**config.mk**
```make
export PLATFORM = sky130hd
export DESIGN_NAME = mips_core
export DESIGN_NICKNAME = d
export VERILOG_FILES = /design/src/common/mips_pkg.sv /design/src/fetch/instruction_memory.sv /design/src/fetch/program_counter.sv /design/src/logic/alu.sv /design/src/logic/instruction_decoder.sv /design/src/logic/mips_core.sv /design/src/logic/register_file.sv
export VERILOG_INCLUDE_DIRS = /design/src /design/src/common
export SDC_FILE = /design/constraint.sdc
export NUM_CORES = 2
export LEC_CHECK = 0
export BUFFER_PORTS_ARGS = -buffer_cell sky130_fd_sc_hd__buf_2
export CAP_MARGIN = 25
export CORE_ASPECT_RATIO = 2
export CORE_UTILIZATION = 60
export DETAILED_ROUTE_END_ITERATION = 10
export GPL_TIMING_DRIVEN = 0
export MAX_ROUTING_LAYER = met4
export PLACE_DENSITY_LB_ADDON = 0.12
export SETUP_SLACK_MARGIN = 0.3
export SLEW_MARGIN = 0
export SYNTH_ARGS = -nofsm -noshare
export SYNTH_HDL_FRONTEND = slang
export SYNTH_SLANG_ARGS = --single-unit
export TNS_END_PERCENT = 100
```
**constraint.sdc**
```tcl
create_clock -name i_clk -period 28.6 [get_ports i_clk]
set_input_delay 1.43 -clock i_clk [delete_from_list [all_inputs] [get_ports i_clk]]
set_output_delay 1.43 -clock i_clk [all_outputs]
set_load 0.05 [all_outputs]
```
**src/common/mips_params.svh**
```systemverilog
`ifndef MIPS_PARAMS_SVH
`define MIPS_PARAMS_SVH

// Datapath and instruction word width
`define NBITS 32

// Instruction store depth in words
`define MEM_CELLS 64

// Word index width for the program load port
`define MEM_AW 6

// Architectural register count
`define REG_COUNT 32

// Register address width
`define REG_AW 5

`endif

```
**src/common/mips_pkg.sv**
```systemverilog
package mips_pkg;

    //////////////////////////////
    // Major opcodes
    //////////////////////////////

    // Bits 31..26 of every instruction
    typedef enum logic [5:0] {
        OP_SPECIAL = 6'b000000,
        OP_BEQ     = 6'b000100,
        OP_ADDI    = 6'b001000,
        OP_SLTI    = 6'b001010,
        OP_ORI     = 6'b001101,
        OP_HALT    = 6'b111111
    } opcode_e;

    // Function field of SPECIAL words
    typedef enum logic [5:0] {
        FN_SLL  = 6'b000000,
        FN_ADD  = 6'b100000,
        FN_ADDU = 6'b100001,
        FN_SUB  = 6'b100010,
        FN_SUBU = 6'b100011,
        FN_AND  = 6'b100100,
        FN_OR   = 6'b100101,
        FN_XOR  = 6'b100110,
        FN_NOR  = 6'b100111,
        FN_SLT  = 6'b101010
    } funct_e;

    // ALU selector
    // Overflow is never trapped so ADD and ADDU share one op
    typedef enum logic [3:0] {
        ALU_ADD = 4'd0,
        ALU_SUB = 4'd1,
        ALU_AND = 4'd2,
        ALU_OR  = 4'd3,
        ALU_XOR = 4'd4,
        ALU_NOR = 4'd5,
        ALU_SLT = 4'd6,
        ALU_SLL = 4'd7
    } alu_op_e;

    //////////////////////////////
    // Instruction views
    //////////////////////////////

    // Register form
    typedef struct packed {
        opcode_e    opcode;
        logic [4:0] rs;
        logic [4:0] rt;
        logic [4:0] rd;
        logic [4:0] shamt;
        funct_e     funct;
    } r_fields_t;

    // Immediate form also used by BEQ
    typedef struct packed {
        opcode_e     opcode;
        logic [4:0]  rs;
        logic [4:0]  rt;
        logic [15:0] imm;
    } i_fields_t;

    // One fetched word whose opcode picks the meaningful view
    typedef union packed {
        r_fields_t r;
        i_fields_t i;
    } instr_u;

endpackage

```
**src/fetch/instruction_memory.sv**
```systemverilog
`timescale 1ns/1ps
`include "mips_params.svh"

// Word-organized program store
// Combinational fetch, clocked load port
module instruction_memory
    import mips_pkg::*;
(
    input  logic                  i_clk,
    input  logic [`NBITS-1:0]     pc,
    output instr_u                instr,
    input  logic                  prog_we,
    input  logic [`MEM_AW-1:0]    prog_addr,
    input  logic [`NBITS-1:0]     prog_data
);

    // Program words
    logic [`NBITS-1:0] mem [`MEM_CELLS];

    // Byte PC divided by four
    logic [`NBITS-3:0] word_idx;
    logic              in_range;

    assign word_idx = pc[`NBITS-1:2];
    assign in_range = (word_idx < `MEM_CELLS);

    // Past the end reads as all zeros, which decodes as SLL r0 (no-op)
    assign instr = in_range ? mem[word_idx[`MEM_AW-1:0]] : '0;

    //////////////////////////////
    // Program load
    //////////////////////////////

    // Only driven while the core is stopped
    always_ff @(posedge i_clk)
    begin
        if (prog_we)
        begin
            mem[prog_addr] <= prog_data;
        end
    end

endmodule

```
**src/fetch/program_counter.sv**
```systemverilog
`timescale 1ns/1ps
`include "mips_params.svh"

// Byte-addressed PC and the sticky halt flag
module program_counter
(
    input  logic              i_clk,
    input  logic              rst_n,
    input  logic              run,
    input  logic              halt,
    input  logic              branch_taken,
    input  logic [`NBITS-1:0] branch_offset,
    output logic [`NBITS-1:0] pc,
    output logic              halted
);

    // Sequential successor
    logic [`NBITS-1:0] pc_seq;
    // Selected successor
    logic [`NBITS-1:0] pc_next;

    assign pc_seq = pc + 4;

    // Target is relative to the word after the branch
    assign pc_next = branch_taken ? (pc_seq + branch_offset) : pc_seq;

    //////////////////////////////
    // State update
    //////////////////////////////

    always_ff @(posedge i_clk)
    begin
        if (!rst_n)
        begin
            pc     <= '0;
            halted <= 1'b0;
        end
        else if (run && !halted)
        begin
            // PC parks on the halt word
            if (halt)
            begin
                halted <= 1'b1;
            end
            else
            begin
                pc <= pc_next;
            end
        end
    end

endmodule

```
**src/logic/alu.sv**
```systemverilog
`timescale 1ns/1ps
`include "mips_params.svh"

// Integer ALU
// All arithmetic wraps modulo 2^NBITS
module alu
    import mips_pkg::*;
(
    input  alu_op_e           alu_op,
    input  logic [`NBITS-1:0] a,
    input  logic [`NBITS-1:0] b,
    input  logic [4:0]        shamt,
    output logic [`NBITS-1:0] result,
    output logic              zero
);

    // Signed compare for SLT and SLTI
    logic a_lt_b;

    assign a_lt_b = ($signed(a) < $signed(b));

    always_comb
    begin
        case (alu_op)
            ALU_ADD:
                result = a + b;
            // Also used by BEQ
            ALU_SUB:
                result = a - b;
            ALU_AND:
                result = a & b;
            ALU_OR:
                result = a | b;
            ALU_XOR:
                result = a ^ b;
            ALU_NOR:
                result = ~(a | b);
            ALU_SLT:
                result = {{(`NBITS-1){1'b0}}, a_lt_b};
            // Shift operand comes from rt
            ALU_SLL:
                result = b << shamt;
            default:
                result = '0;
        endcase
    end

    //////////////////////////////
    // Flags
    //////////////////////////////

    // Equality test for branches
    assign zero = (result == '0);

endmodule

```
**src/logic/instruction_decoder.sv**
```systemverilog
`timescale 1ns/1ps
`include "mips_params.svh"

// Single-cycle control decode
// Opcode selects between the R and I views of the word
module instruction_decoder
    import mips_pkg::*;
(
    input  instr_u             instr,
    output logic [`REG_AW-1:0] rs_addr,
    output logic [`REG_AW-1:0] rt_addr,
    output logic [`REG_AW-1:0] wr_addr,
    output alu_op_e            alu_op,
    output logic               use_imm,
    output logic [`NBITS-1:0]  imm_value,
    output logic [4:0]         shamt,
    output logic               wr_en,
    output logic               is_branch,
    output logic               halt
);

    always_comb
    begin
        // Source fields sit at the same bits in both views
        rs_addr   = instr.r.rs;
        rt_addr   = instr.r.rt;
        // R-type writes rd
        wr_addr   = instr.r.rd;
        alu_op    = ALU_ADD;
        use_imm   = 1'b0;
        // Sign extension by default
        imm_value = {{(`NBITS-16){instr.i.imm[15]}}, instr.i.imm};
        // Only SLL looks at the shift amount
        shamt     = instr.r.shamt;
        wr_en     = 1'b0;
        is_branch = 1'b0;
        halt      = 1'b0;

        case (instr.r.opcode)
            OP_SPECIAL:
            begin
                wr_en = 1'b1;
                case (instr.r.funct)
                    FN_SLL:          alu_op = ALU_SLL;
                    FN_ADD, FN_ADDU: alu_op = ALU_ADD;
                    FN_SUB, FN_SUBU: alu_op = ALU_SUB;
                    FN_AND:          alu_op = ALU_AND;
                    FN_OR:           alu_op = ALU_OR;
                    FN_XOR:          alu_op = ALU_XOR;
                    FN_NOR:          alu_op = ALU_NOR;
                    FN_SLT:          alu_op = ALU_SLT;
                    // Unknown function writes nothing
                    default:         wr_en  = 1'b0;
                endcase
            end
            OP_ADDI, OP_SLTI:
            begin
                wr_en   = 1'b1;
                use_imm = 1'b1;
                wr_addr = instr.i.rt;
                alu_op  = (instr.i.opcode == OP_SLTI) ? ALU_SLT : ALU_ADD;
            end
            OP_ORI:
            begin
                wr_en     = 1'b1;
                use_imm   = 1'b1;
                wr_addr   = instr.i.rt;
                alu_op    = ALU_OR;
                // Logical immediate is zero-extended
                imm_value = {{(`NBITS-16){1'b0}}, instr.i.imm};
            end
            OP_BEQ:
            begin
                // Compare rs with rt through the zero flag
                is_branch = 1'b1;
                alu_op    = ALU_SUB;
            end
            OP_HALT:
                halt = 1'b1;
            // Loads, stores and anything else fall through as no-op
            default:
                wr_en = 1'b0;
        endcase
    end

endmodule

```
**src/logic/mips_core.sv**
```systemverilog
`timescale 1ns/1ps
`include "mips_params.svh"

// Single-cycle core top
// Fetch, decode, read, execute and write back in one clock
module mips_core
    import mips_pkg::*;
(
    input  logic               i_clk,
    input  logic               rst_n,
    input  logic               run,
    input  logic               prog_we,
    input  logic [`MEM_AW-1:0] prog_addr,
    input  logic [`NBITS-1:0]  prog_data,
    output logic               halted,
    output logic               retire_valid,
    output logic [`NBITS-1:0]  retire_pc,
    output logic [`REG_AW-1:0] retire_rd,
    output logic [`NBITS-1:0]  retire_data
);

    //////////////////////////////
    // Internal nets
    //////////////////////////////

    logic [`NBITS-1:0]  pc;
    instr_u             instr;
    logic [`REG_AW-1:0] rs_addr;
    logic [`REG_AW-1:0] rt_addr;
    logic [`REG_AW-1:0] wr_addr;
    alu_op_e            alu_op;
    logic               use_imm;
    logic [`NBITS-1:0]  imm_value;
    logic [4:0]         shamt;
    logic               wr_en;
    logic               is_branch;
    logic               halt;
    logic [`NBITS-1:0]  rs_data;
    logic [`NBITS-1:0]  rt_data;
    logic [`NBITS-1:0]  alu_b;
    logic [`NBITS-1:0]  result;
    logic               zero;
    // Write actually committed this cycle
    logic               wr_commit;
    logic               branch_taken;
    logic [`NBITS-1:0]  branch_offset;

    // Second operand select
    assign alu_b = use_imm ? imm_value : rt_data;

    // Stopped or halted core neither writes nor retires
    assign wr_commit = wr_en & run & ~halted;

    // Word offset to byte offset
    assign branch_taken  = is_branch & zero;
    assign branch_offset = {imm_value[`NBITS-3:0], 2'b00};

    // Retire trace mirrors the write port
    assign retire_valid = wr_commit;
    assign retire_pc    = pc;
    assign retire_rd    = wr_addr;
    assign retire_data  = result;

    //////////////////////////////
    // Datapath blocks
    //////////////////////////////

    program_counter pc_i (
        .i_clk(i_clk), .rst_n(rst_n), .run(run), .halt(halt),
        .branch_taken(branch_taken), .branch_offset(branch_offset),
        .pc(pc), .halted(halted)
    );

    instruction_memory imem_i (
        .i_clk(i_clk), .pc(pc), .instr(instr),
        .prog_we(prog_we), .prog_addr(prog_addr), .prog_data(prog_data)
    );

    instruction_decoder dec_i (
        .instr(instr), .rs_addr(rs_addr), .rt_addr(rt_addr), .wr_addr(wr_addr),
        .alu_op(alu_op), .use_imm(use_imm), .imm_value(imm_value), .shamt(shamt),
        .wr_en(wr_en), .is_branch(is_branch), .halt(halt)
    );

    register_file rf_i (
        .i_clk(i_clk), .rst_n(rst_n), .rs_addr(rs_addr), .rt_addr(rt_addr),
        .rs_data(rs_data), .rt_data(rt_data),
        .wr_en(wr_commit), .wr_addr(wr_addr), .wr_data(result)
    );

    alu alu_i (
        .alu_op(alu_op), .a(rs_data), .b(alu_b), .shamt(shamt),
        .result(result), .zero(zero)
    );

endmodule

```
**src/logic/register_file.sv**
```systemverilog
`timescale 1ns/1ps
`include "mips_params.svh"

// General purpose registers
// Two combinational reads, one clocked write
module register_file
(
    input  logic               i_clk,
    input  logic               rst_n,
    input  logic [`REG_AW-1:0] rs_addr,
    input  logic [`REG_AW-1:0] rt_addr,
    output logic [`NBITS-1:0]  rs_data,
    output logic [`NBITS-1:0]  rt_data,
    input  logic               wr_en,
    input  logic [`REG_AW-1:0] wr_addr,
    input  logic [`NBITS-1:0]  wr_data
);

    logic [`NBITS-1:0] regs [`REG_COUNT];

    // Read ports
    assign rs_data = regs[rs_addr];
    assign rt_data = regs[rt_addr];

    //////////////////////////////
    // Write port
    //////////////////////////////

    always_ff @(posedge i_clk)
    begin
        if (!rst_n)
        begin
            for (int k = 0; k < `REG_COUNT; k++)
            begin
                regs[k] <= '0;
            end
        end
        // r0 keeps its reset value of zero
        else if (wr_en && (wr_addr != '0))
        begin
            regs[wr_addr] <= wr_data;
        end
    end

endmodule

```
==> insert_results.sql, run 1 <==
INSERT INTO impl_metrics (metric_group, metric, value, unit) VALUES
('clocking', 'total_clock_sinks', '3109', ''),
('yosys', 'synth-main-ff-cell', 'edfxtp_1', ''),
('clocking', 'post_cts_repair_resize_count', '0', ''),
('die', 'initial_core_util', '60.5', '%'),
('yosys', 'synth_seq_cells', '3109', ''),
('die', 'io-pin-count', '113', ''),
('die', 'die_height', '700', 'um'),
('status', 'outcome', 'stopped before the end', ''),
('yosys', 'mean_instance_size_in_the_synthesized_netlist', '13.6', 'um^2'),
('placement', 'io_buffer_count', '106', ''),
('yosys', 'yosysWarnings', '0', ''),
('yosys', 'number_of_distinct_library_cells_after_synthesis', '116', ''),
('yosys', 'syn-instance-count', '10771', ''),
('placement', 'detailed_place.area', '157000', 'um^2'),
('die', 'die-width', '351', 'um'),
('clocking', 'htree_num_levels', '5', ''),
('global_routing', 'total_global_route_track_usage', '92.5', '%'),
('global_routing', 'grt_pass1_wl', '1550000', 'um'),
('global_routing', 'via_count_of_the_first_global_routing_pass', '152725', ''),
('placement', 'place.gp.congestion', '1.26', ''),
('yosys', 'synth.yosys.seq_area_share', '63.6', '%'),
('die', 'num_rows', '255', ''),
('clocking', 'clock_tree.buffer_depth', '4', ''),
('global_routing', 'grt.overflow.total', '11134', ''),
('status', 'error_message', '[ERROR GRT-0116] Global routing finished with congestion. Check the congestion regions in the DRC Viewer.', ''),
('clocking', 'clock-root-buffer', 'clkbuf_16', ''),
('status', 'last_flow_stage_reached', '5_1_grt', ''),
('yosys', 'synth.cell_area', '146000', 'um^2'),
('yosys', 'synth-edff-count', '3072', ''),
('clocking', 'cts-hold-fix-buffers', '0', ''),
('clocking', 'post-cts-setup-buffers', '0', ''),
('placement', 'dp_hpwl', '633000', 'um'),
('yosys', 'synth-async-reset-ratio', '0', '%'),
('clocking', 'number_of_buffers_inserted_during_clock_tree_synthesis', '277', ''),
('global_routing', 'maximum_number_of_pins_on_one_net_before_global_route_repair', '65', '');
## synth_stat cells, types with 28 or more instances
| cell type | instances | area, um^2 |
|---|---|---|
| xnor2_1 | 52 | 455 |
| mux2_2 | 90 | 1010 |
| buf_2 | 126 | 631 |
| o211ai_1 | 112 | 841 |
| dfxtp_1 | 37 | 741 |
| mux4_2 | 564 | 12700 |
| nand2_1 | 1085 | 4070 |
| a311o_1 | 83 | 831 |
| a31oi_1 | 185 | 1160 |
| nand4_1 | 55 | 344 |
| mux2i_1 | 333 | 3330 |
| a221oi_1 | 42 | 368 |
| edfxtp_1 | 3072 | 92200 |
| a22o_1 | 29 | 254 |
| buf_1 | 45 | 169 |
| o22ai_1 | 65 | 407 |
| a311oi_1 | 79 | 692 |
| nand3_1 | 361 | 1810 |
| nor2b_1 | 28 | 175 |
| and2_1 | 222 | 1390 |
| and3_1 | 63 | 394 |
| nor3_1 | 93 | 465 |
| a21oi_1 | 217 | 1090 |
| a21o_1 | 32 | 240 |
| o21ai_0 | 175 | 876 |
| inv_1 | 146 | 548 |
| buf_4 | 69 | 518 |
| ha_1 | 135 | 1690 |
| clkbuf_1 | 560 | 2100 |
| nor2_1 | 1536 | 5770 |
| buf_6 | 39 | 439 |
| a211oi_1 | 328 | 2460 |
| o21ai_1 | 32 | 160 |
| a22oi_1 | 138 | 1040 |
## layer usage
layer  GRT overflow  global-route usage, %
met2           7605                    110
met3            469                   74.9
met5              -                      -
met1            440                   87.6
met4           2620                   94.9
## stage by stage
stage                     hold WS (ns)  utilization (%)  setup slack, ns  cells
after detailed placement         0.596             65.1             8.50  14437
after floorplan                  0.733                -            16.72  10804
after global placement           0.526             62.5             5.39  14122
after CTS                        0.615             68.7             7.06  14922
## kinds of logic after synthesis
| family | count (synthesis) | share of synthesized area [%] |
|---|---|---|
| flip-flops | 3109 | 63.6 |
| buffers and inverters | 1007 | 3.16 |
| multiplexers | 990 | 11.7 |
| AND/OR/NAND/NOR | 3616 | 10.7 |
| other | 1 | 0.00257 |
| AO/OA/AOI/OAI | 1832 | 9.14 |
| adder cells (fa/ha/maj) | 138 | 1.20 |
| XOR/XNOR | 78 | 0.467 |
==> inputs of run 2 (changes only) <==
--- a/config.mk
+++ b/config.mk
@@ -8,13 +8,10 @@
 export LEC_CHECK = 0
 export BUFFER_PORTS_ARGS = -buffer_cell sky130_fd_sc_hd__buf_2
 export CAP_MARGIN = 25
-export CORE_ASPECT_RATIO = 2
-export CORE_UTILIZATION = 60
+export CORE_UTILIZATION = 40
 export DETAILED_ROUTE_END_ITERATION = 10
 export GPL_TIMING_DRIVEN = 0
-export MAX_ROUTING_LAYER = met4
-export PLACE_DENSITY_LB_ADDON = 0.12
-export SETUP_SLACK_MARGIN = 0.3
+export PLACE_DENSITY_LB_ADDON = 0.15
 export SLEW_MARGIN = 0
 export SYNTH_ARGS = -nofsm -noshare
 export SYNTH_HDL_FRONTEND = slang
==> run 2 against run 1 <==
Against the previous run: the flow now finishes, with violations (slew limit); area after synthesis is the same; synthesized cell count is the same.
==> insert_results.sql, run 2 <==
INSERT INTO impl_metrics (metric_group, metric, value, unit) VALUES
('sta', 'finalHoldViolCount', '0', ''),
('setup_path', 'cpPeakStageDelay', '0.90', 'ns'),
('clocking', 'post_cts_repair_resize_count', '0', ''),
('clocking', 'cts-hold-fix-buffers', '0', ''),
('yosys', 'synth-async-reset-ratio', '0', '%'),
('routing', 'num_vias', '113298', ''),
('placement', 'placement.setup.worst_slack', '8.99', 'ns'),
('die', 'fp.dieArea', '368000', 'um^2'),
('sta', 'post-route-period-util', '74.1', '%'),
('placement', 'dp_hpwl', '576000', 'um'),
('clocking', 'clk_transition_reported_paths', '0.06', 'ns'),
('routing', 'final_antenna_violating_net_count', '0', ''),
('yosys', 'syn-instance-count', '10771', ''),
('power', 'internal_power_summed_over_all_cells', '0.00825', 'W'),
('yosys', 'post_synth_most_frequent_cells', 'edfxtp_1, nor2_1, nand2_1', ''),
('clocking', 'total_clock_sinks', '3109', ''),
('setup_path', 'worst-endpoint-required', '27.17', 'ns'),
('setup_path', 'crit_fanout', '10', ''),
('layout', 'largest_registers', 'imem_i.mem x2048, rf_i.regs x1024, pc_i.pc x30', ''),
('clocking', 'number_of_buffers_inserted_during_clock_tree_synthesis', '353', ''),
('sta', 'clock_skew', '0.0746', 'ns'),
('die', 'initial_core_util', '40.3', '%'),
('power', 'switching_power_of_the_nets', '0.00361', 'W'),
('layout', 'mostFrequentLayoutCells', 'edfxtp_1, nor2_1, nand2_1', ''),
('yosys', 'mean_instance_size_in_the_synthesized_netlist', '13.6', 'um^2'),
('global_routing', 'via_count_of_the_first_global_routing_pass', '106019', ''),
('sta', 'timing.max_slew.rel_slack', '-12.6', '%'),
('routing', 'routedWlPerCell', '46.9', 'um'),
('power', 'cellPowerDensity', '69.0', 'nW/um^2'),
('setup_path', 'critical_path.startpoint_type', 'flop', ''),
('yosys', 'synth.cell_area', '146000', 'um^2'),
('layout', 'layout.cell_area.non_filler', '172000', 'um^2'),
('yosys', 'yosys.area.top_type_share', '63.1', '%'),
('power', 'ir_worst_vdd', '0.0622', 'mV'),
('layout', 'largest_reg_by_ff_count', 'imem_i.mem', ''),
('die', 'die-width', '607', 'um'),
('setup_path', 'path_common_cell', 'clkbuf_1', ''),
('routing', 'drtPass1Iterations', '9', ''),
('clocking', 'clock-root-buffer', 'clkbuf_16', ''),
('layout', 'drive_above_1_share', '17.9', '%'),
('yosys', 'yosysWarnings', '0', ''),
('yosys', 'synthMostInstantiatedCell', 'edfxtp_1', ''),
('sta', 'fmax', '47.2', 'MHz'),
('status', 'violations', 'slew limit', ''),
('die', 'fp.coreArea', '363000', 'um^2'),
('power', 'post-layout-total-power', '0.0119', 'W'),
('layout', 'areaGrowthSynthToFinish', '17.6', '%'),
('layout', 'postLayoutCoreUtil', '47.3', '%'),
('sta', 'min_clock_period_post_route', '21.20', 'ns'),
('sta', 'final-max-slew-violation-count', '7', ''),
('global_routing', 'grt.overflow.total', '0', ''),
('power', 'clock_power_share', '38.4', '%'),
('routing', 'drcViolationCount', '0', ''),
('clocking', 'worstSkewPairLatency', '0.99', 'ns'),
('yosys', 'synth-main-ff-cell', 'edfxtp_1', ''),
('setup_path', 'worstSetupEndpointType', 'output port', ''),
('clocking', 'post-cts-setup-buffers', '0', ''),
('power', 'pwr-share-seq', '43.2', '%'),
('clocking', 'htree_num_levels', '5', ''),
('yosys', 'synth_seq_cells', '3109', ''),
('yosys', 'number_of_distinct_library_cells_after_synthesis', '116', ''),
('flow_run', 'maxCapViolations', '0', ''),
('status', 'outcome', 'complete, but fails checks', ''),
('sta', 'post_route_setup_slack', '7.40', 'ns'),
('placement', 'io_buffer_count', '106', ''),
('global_routing', 'grt_antenna_before_repair', '85', ''),
('setup_path', 'timing.setup.critical_path_class', 'reg2out', ''),
('yosys', 'post_synth_main_area_contributors', 'edfxtp_1, mux4_2, nor2_1', ''),
('power', 'switching_share', '30.4', '%'),
('layout', 'nets', '11819', ''),
('placement', 'detailed_place.area', '160000', 'um^2'),
('yosys', 'netlist.top_cell.by_area', 'edfxtp_1', ''),
('clocking', 'clock_tree_from_tritoncts', 'built', ''),
('clocking', 'clock_tree.buffer_depth', '4', ''),
('sta', 'setup_violations', '0', ''),
('die', 'num_rows', '221', ''),
('sta', 'worst_pin_slew', '1.69', 'ns'),
('die', 'die_height', '607', 'um'),
('routing', 'viasPerCell', '6.74', ''),
('layout', 'number_of_flip_flops_under_the_largest_register_name', '2048', ''),
('global_routing', 'grt_pass1_wl', '1020000', 'um'),
('routing', 'drt-initial-drc-count', '18672', ''),
('global_routing', 'total_global_route_track_usage', '42.2', '%'),
('yosys', 'synth-edff-count', '3072', ''),
('global_routing', 'maximum_number_of_pins_on_one_net_before_global_route_repair', '65', ''),
('placement', 'place.gp.congestion', '1.10', ''),
('power', 'combinationalPowerShare', '18.4', '%'),
('setup_path', 'arrival', '19.77', 'ns'),
('die', 'io-pin-count', '113', ''),
('sta', 'rsz_0062_raised_after_global_routing', 'false', ''),
('sta', 'setup-tns-final', '0', 'ns'),
('routing', 'post_detailed_routing_wire_length', '788000', 'um'),
('power', 'power.static_leakage', '57.9', 'nW'),
('setup_path', 'critical-path-slowest-cell', 'clkbuf_1', ''),
('layout', 'most_common_library_cell_in_the_layout_ignoring_fill_and_taps', 'edfxtp_1', ''),
('yosys', 'synth.yosys.seq_area_share', '63.6', '%'),
('hold_path', 'min_path_type', 'reg2reg', '');
run 2: cell counts after synthesis:
No cell type changed its count.
run 2: area by class of cell:
class	instances	area (um^2)
repair buffers	480	7210
flip-flops and latches	3109	93000
plain buffers	849	4070
diodes	72	180
clock buffers	420	9180
well taps	4794	6000
multi-input cells	6688	49500
clock inverters	230	2130
inverters	158	593
fillers	31932	191000
run 2: kinds of logic (layout without fill, tap and decap cells):
logic type	Yosys count	after routing	share of synthesized area, %
XOR/XNOR	78	78	0.467
flip-flops	3109	3109	63.6
other	1	106	0.00257
adder cells (fa/ha/maj)	138	138	1.20
AND/OR/NAND/NOR	3616	3616	10.7
AO/OA/AOI/OAI	1832	1832	9.14
multiplexers	990	990	11.7
buffers and inverters	1007	2137	3.16
run 2: final timing paths:
| check | start | endpoint | slack (ns) | depth (start not counted) |
|---|---|---|---|---|
| worst max-delay path | flop | retire_data[29] | 7.40 | 45 |
| worst min-delay path | pc_i.halted | pc_i.halted | 0.56 | 2 |
| worst max register to register | flop | flop | 8.56 | 48 |
| worst min register to register | pc_i.halted | pc_i.halted | 0.56 | 2 |
run 2: per-layer routing:
metal / vias up / track usage (%) / part of all wire [%]
li1: 43312 / - / -
met1: 58248 / 49.0 / 34
met2: 8958 / 63.9 / 44
met3: 2746 / 12.9 / 11
met4: 34 / 36.4 / 10
met5: - / 0.849 / 0.063
run 2: power groups by stage:
stage | logic [W] | registers, W | clock network, W
finish | 0.00219 | 0.00512 | 0.00455
global route | 0.00220 | 0.00513 | 0.00471
CTS | 0.00209 | 0.00512 | 0.00455
detailed placement | 0.00208 | 0.00522 | 0
global placement | 0.00197 | 0.00522 | 0
floorplan | 0.00106 | 0.00521 | 0
run 2: through the flow:
stage,cells,hold WS [ns]
2_1_floorplan,10804,0.733
3_3_place_gp,15704,0.520
3_5_place_dp,16043,0.557
4_1_cts,16693,0.565
5_1_grt,16746,0.614
6_report,16800,0.558
run 2: critical path, delay by kind of cell, from the launching register on:
| family | cells | cell delay, ns |
|---|---|---|
| muxes | 3 | 1.43 |
| adders and majority gates | 1 | 0.18 |
| AOI/OAI and AO/OA | 15 | 6.46 |
| and+or+nand+nor | 7 | 0.96 |
| buffers and inverters | 18 | 9.14 |
| xor gates and xnor gates | 1 | 0.16 |
| DFF | 1 | 0.30 |
Power figures use the tool's default switching activity.
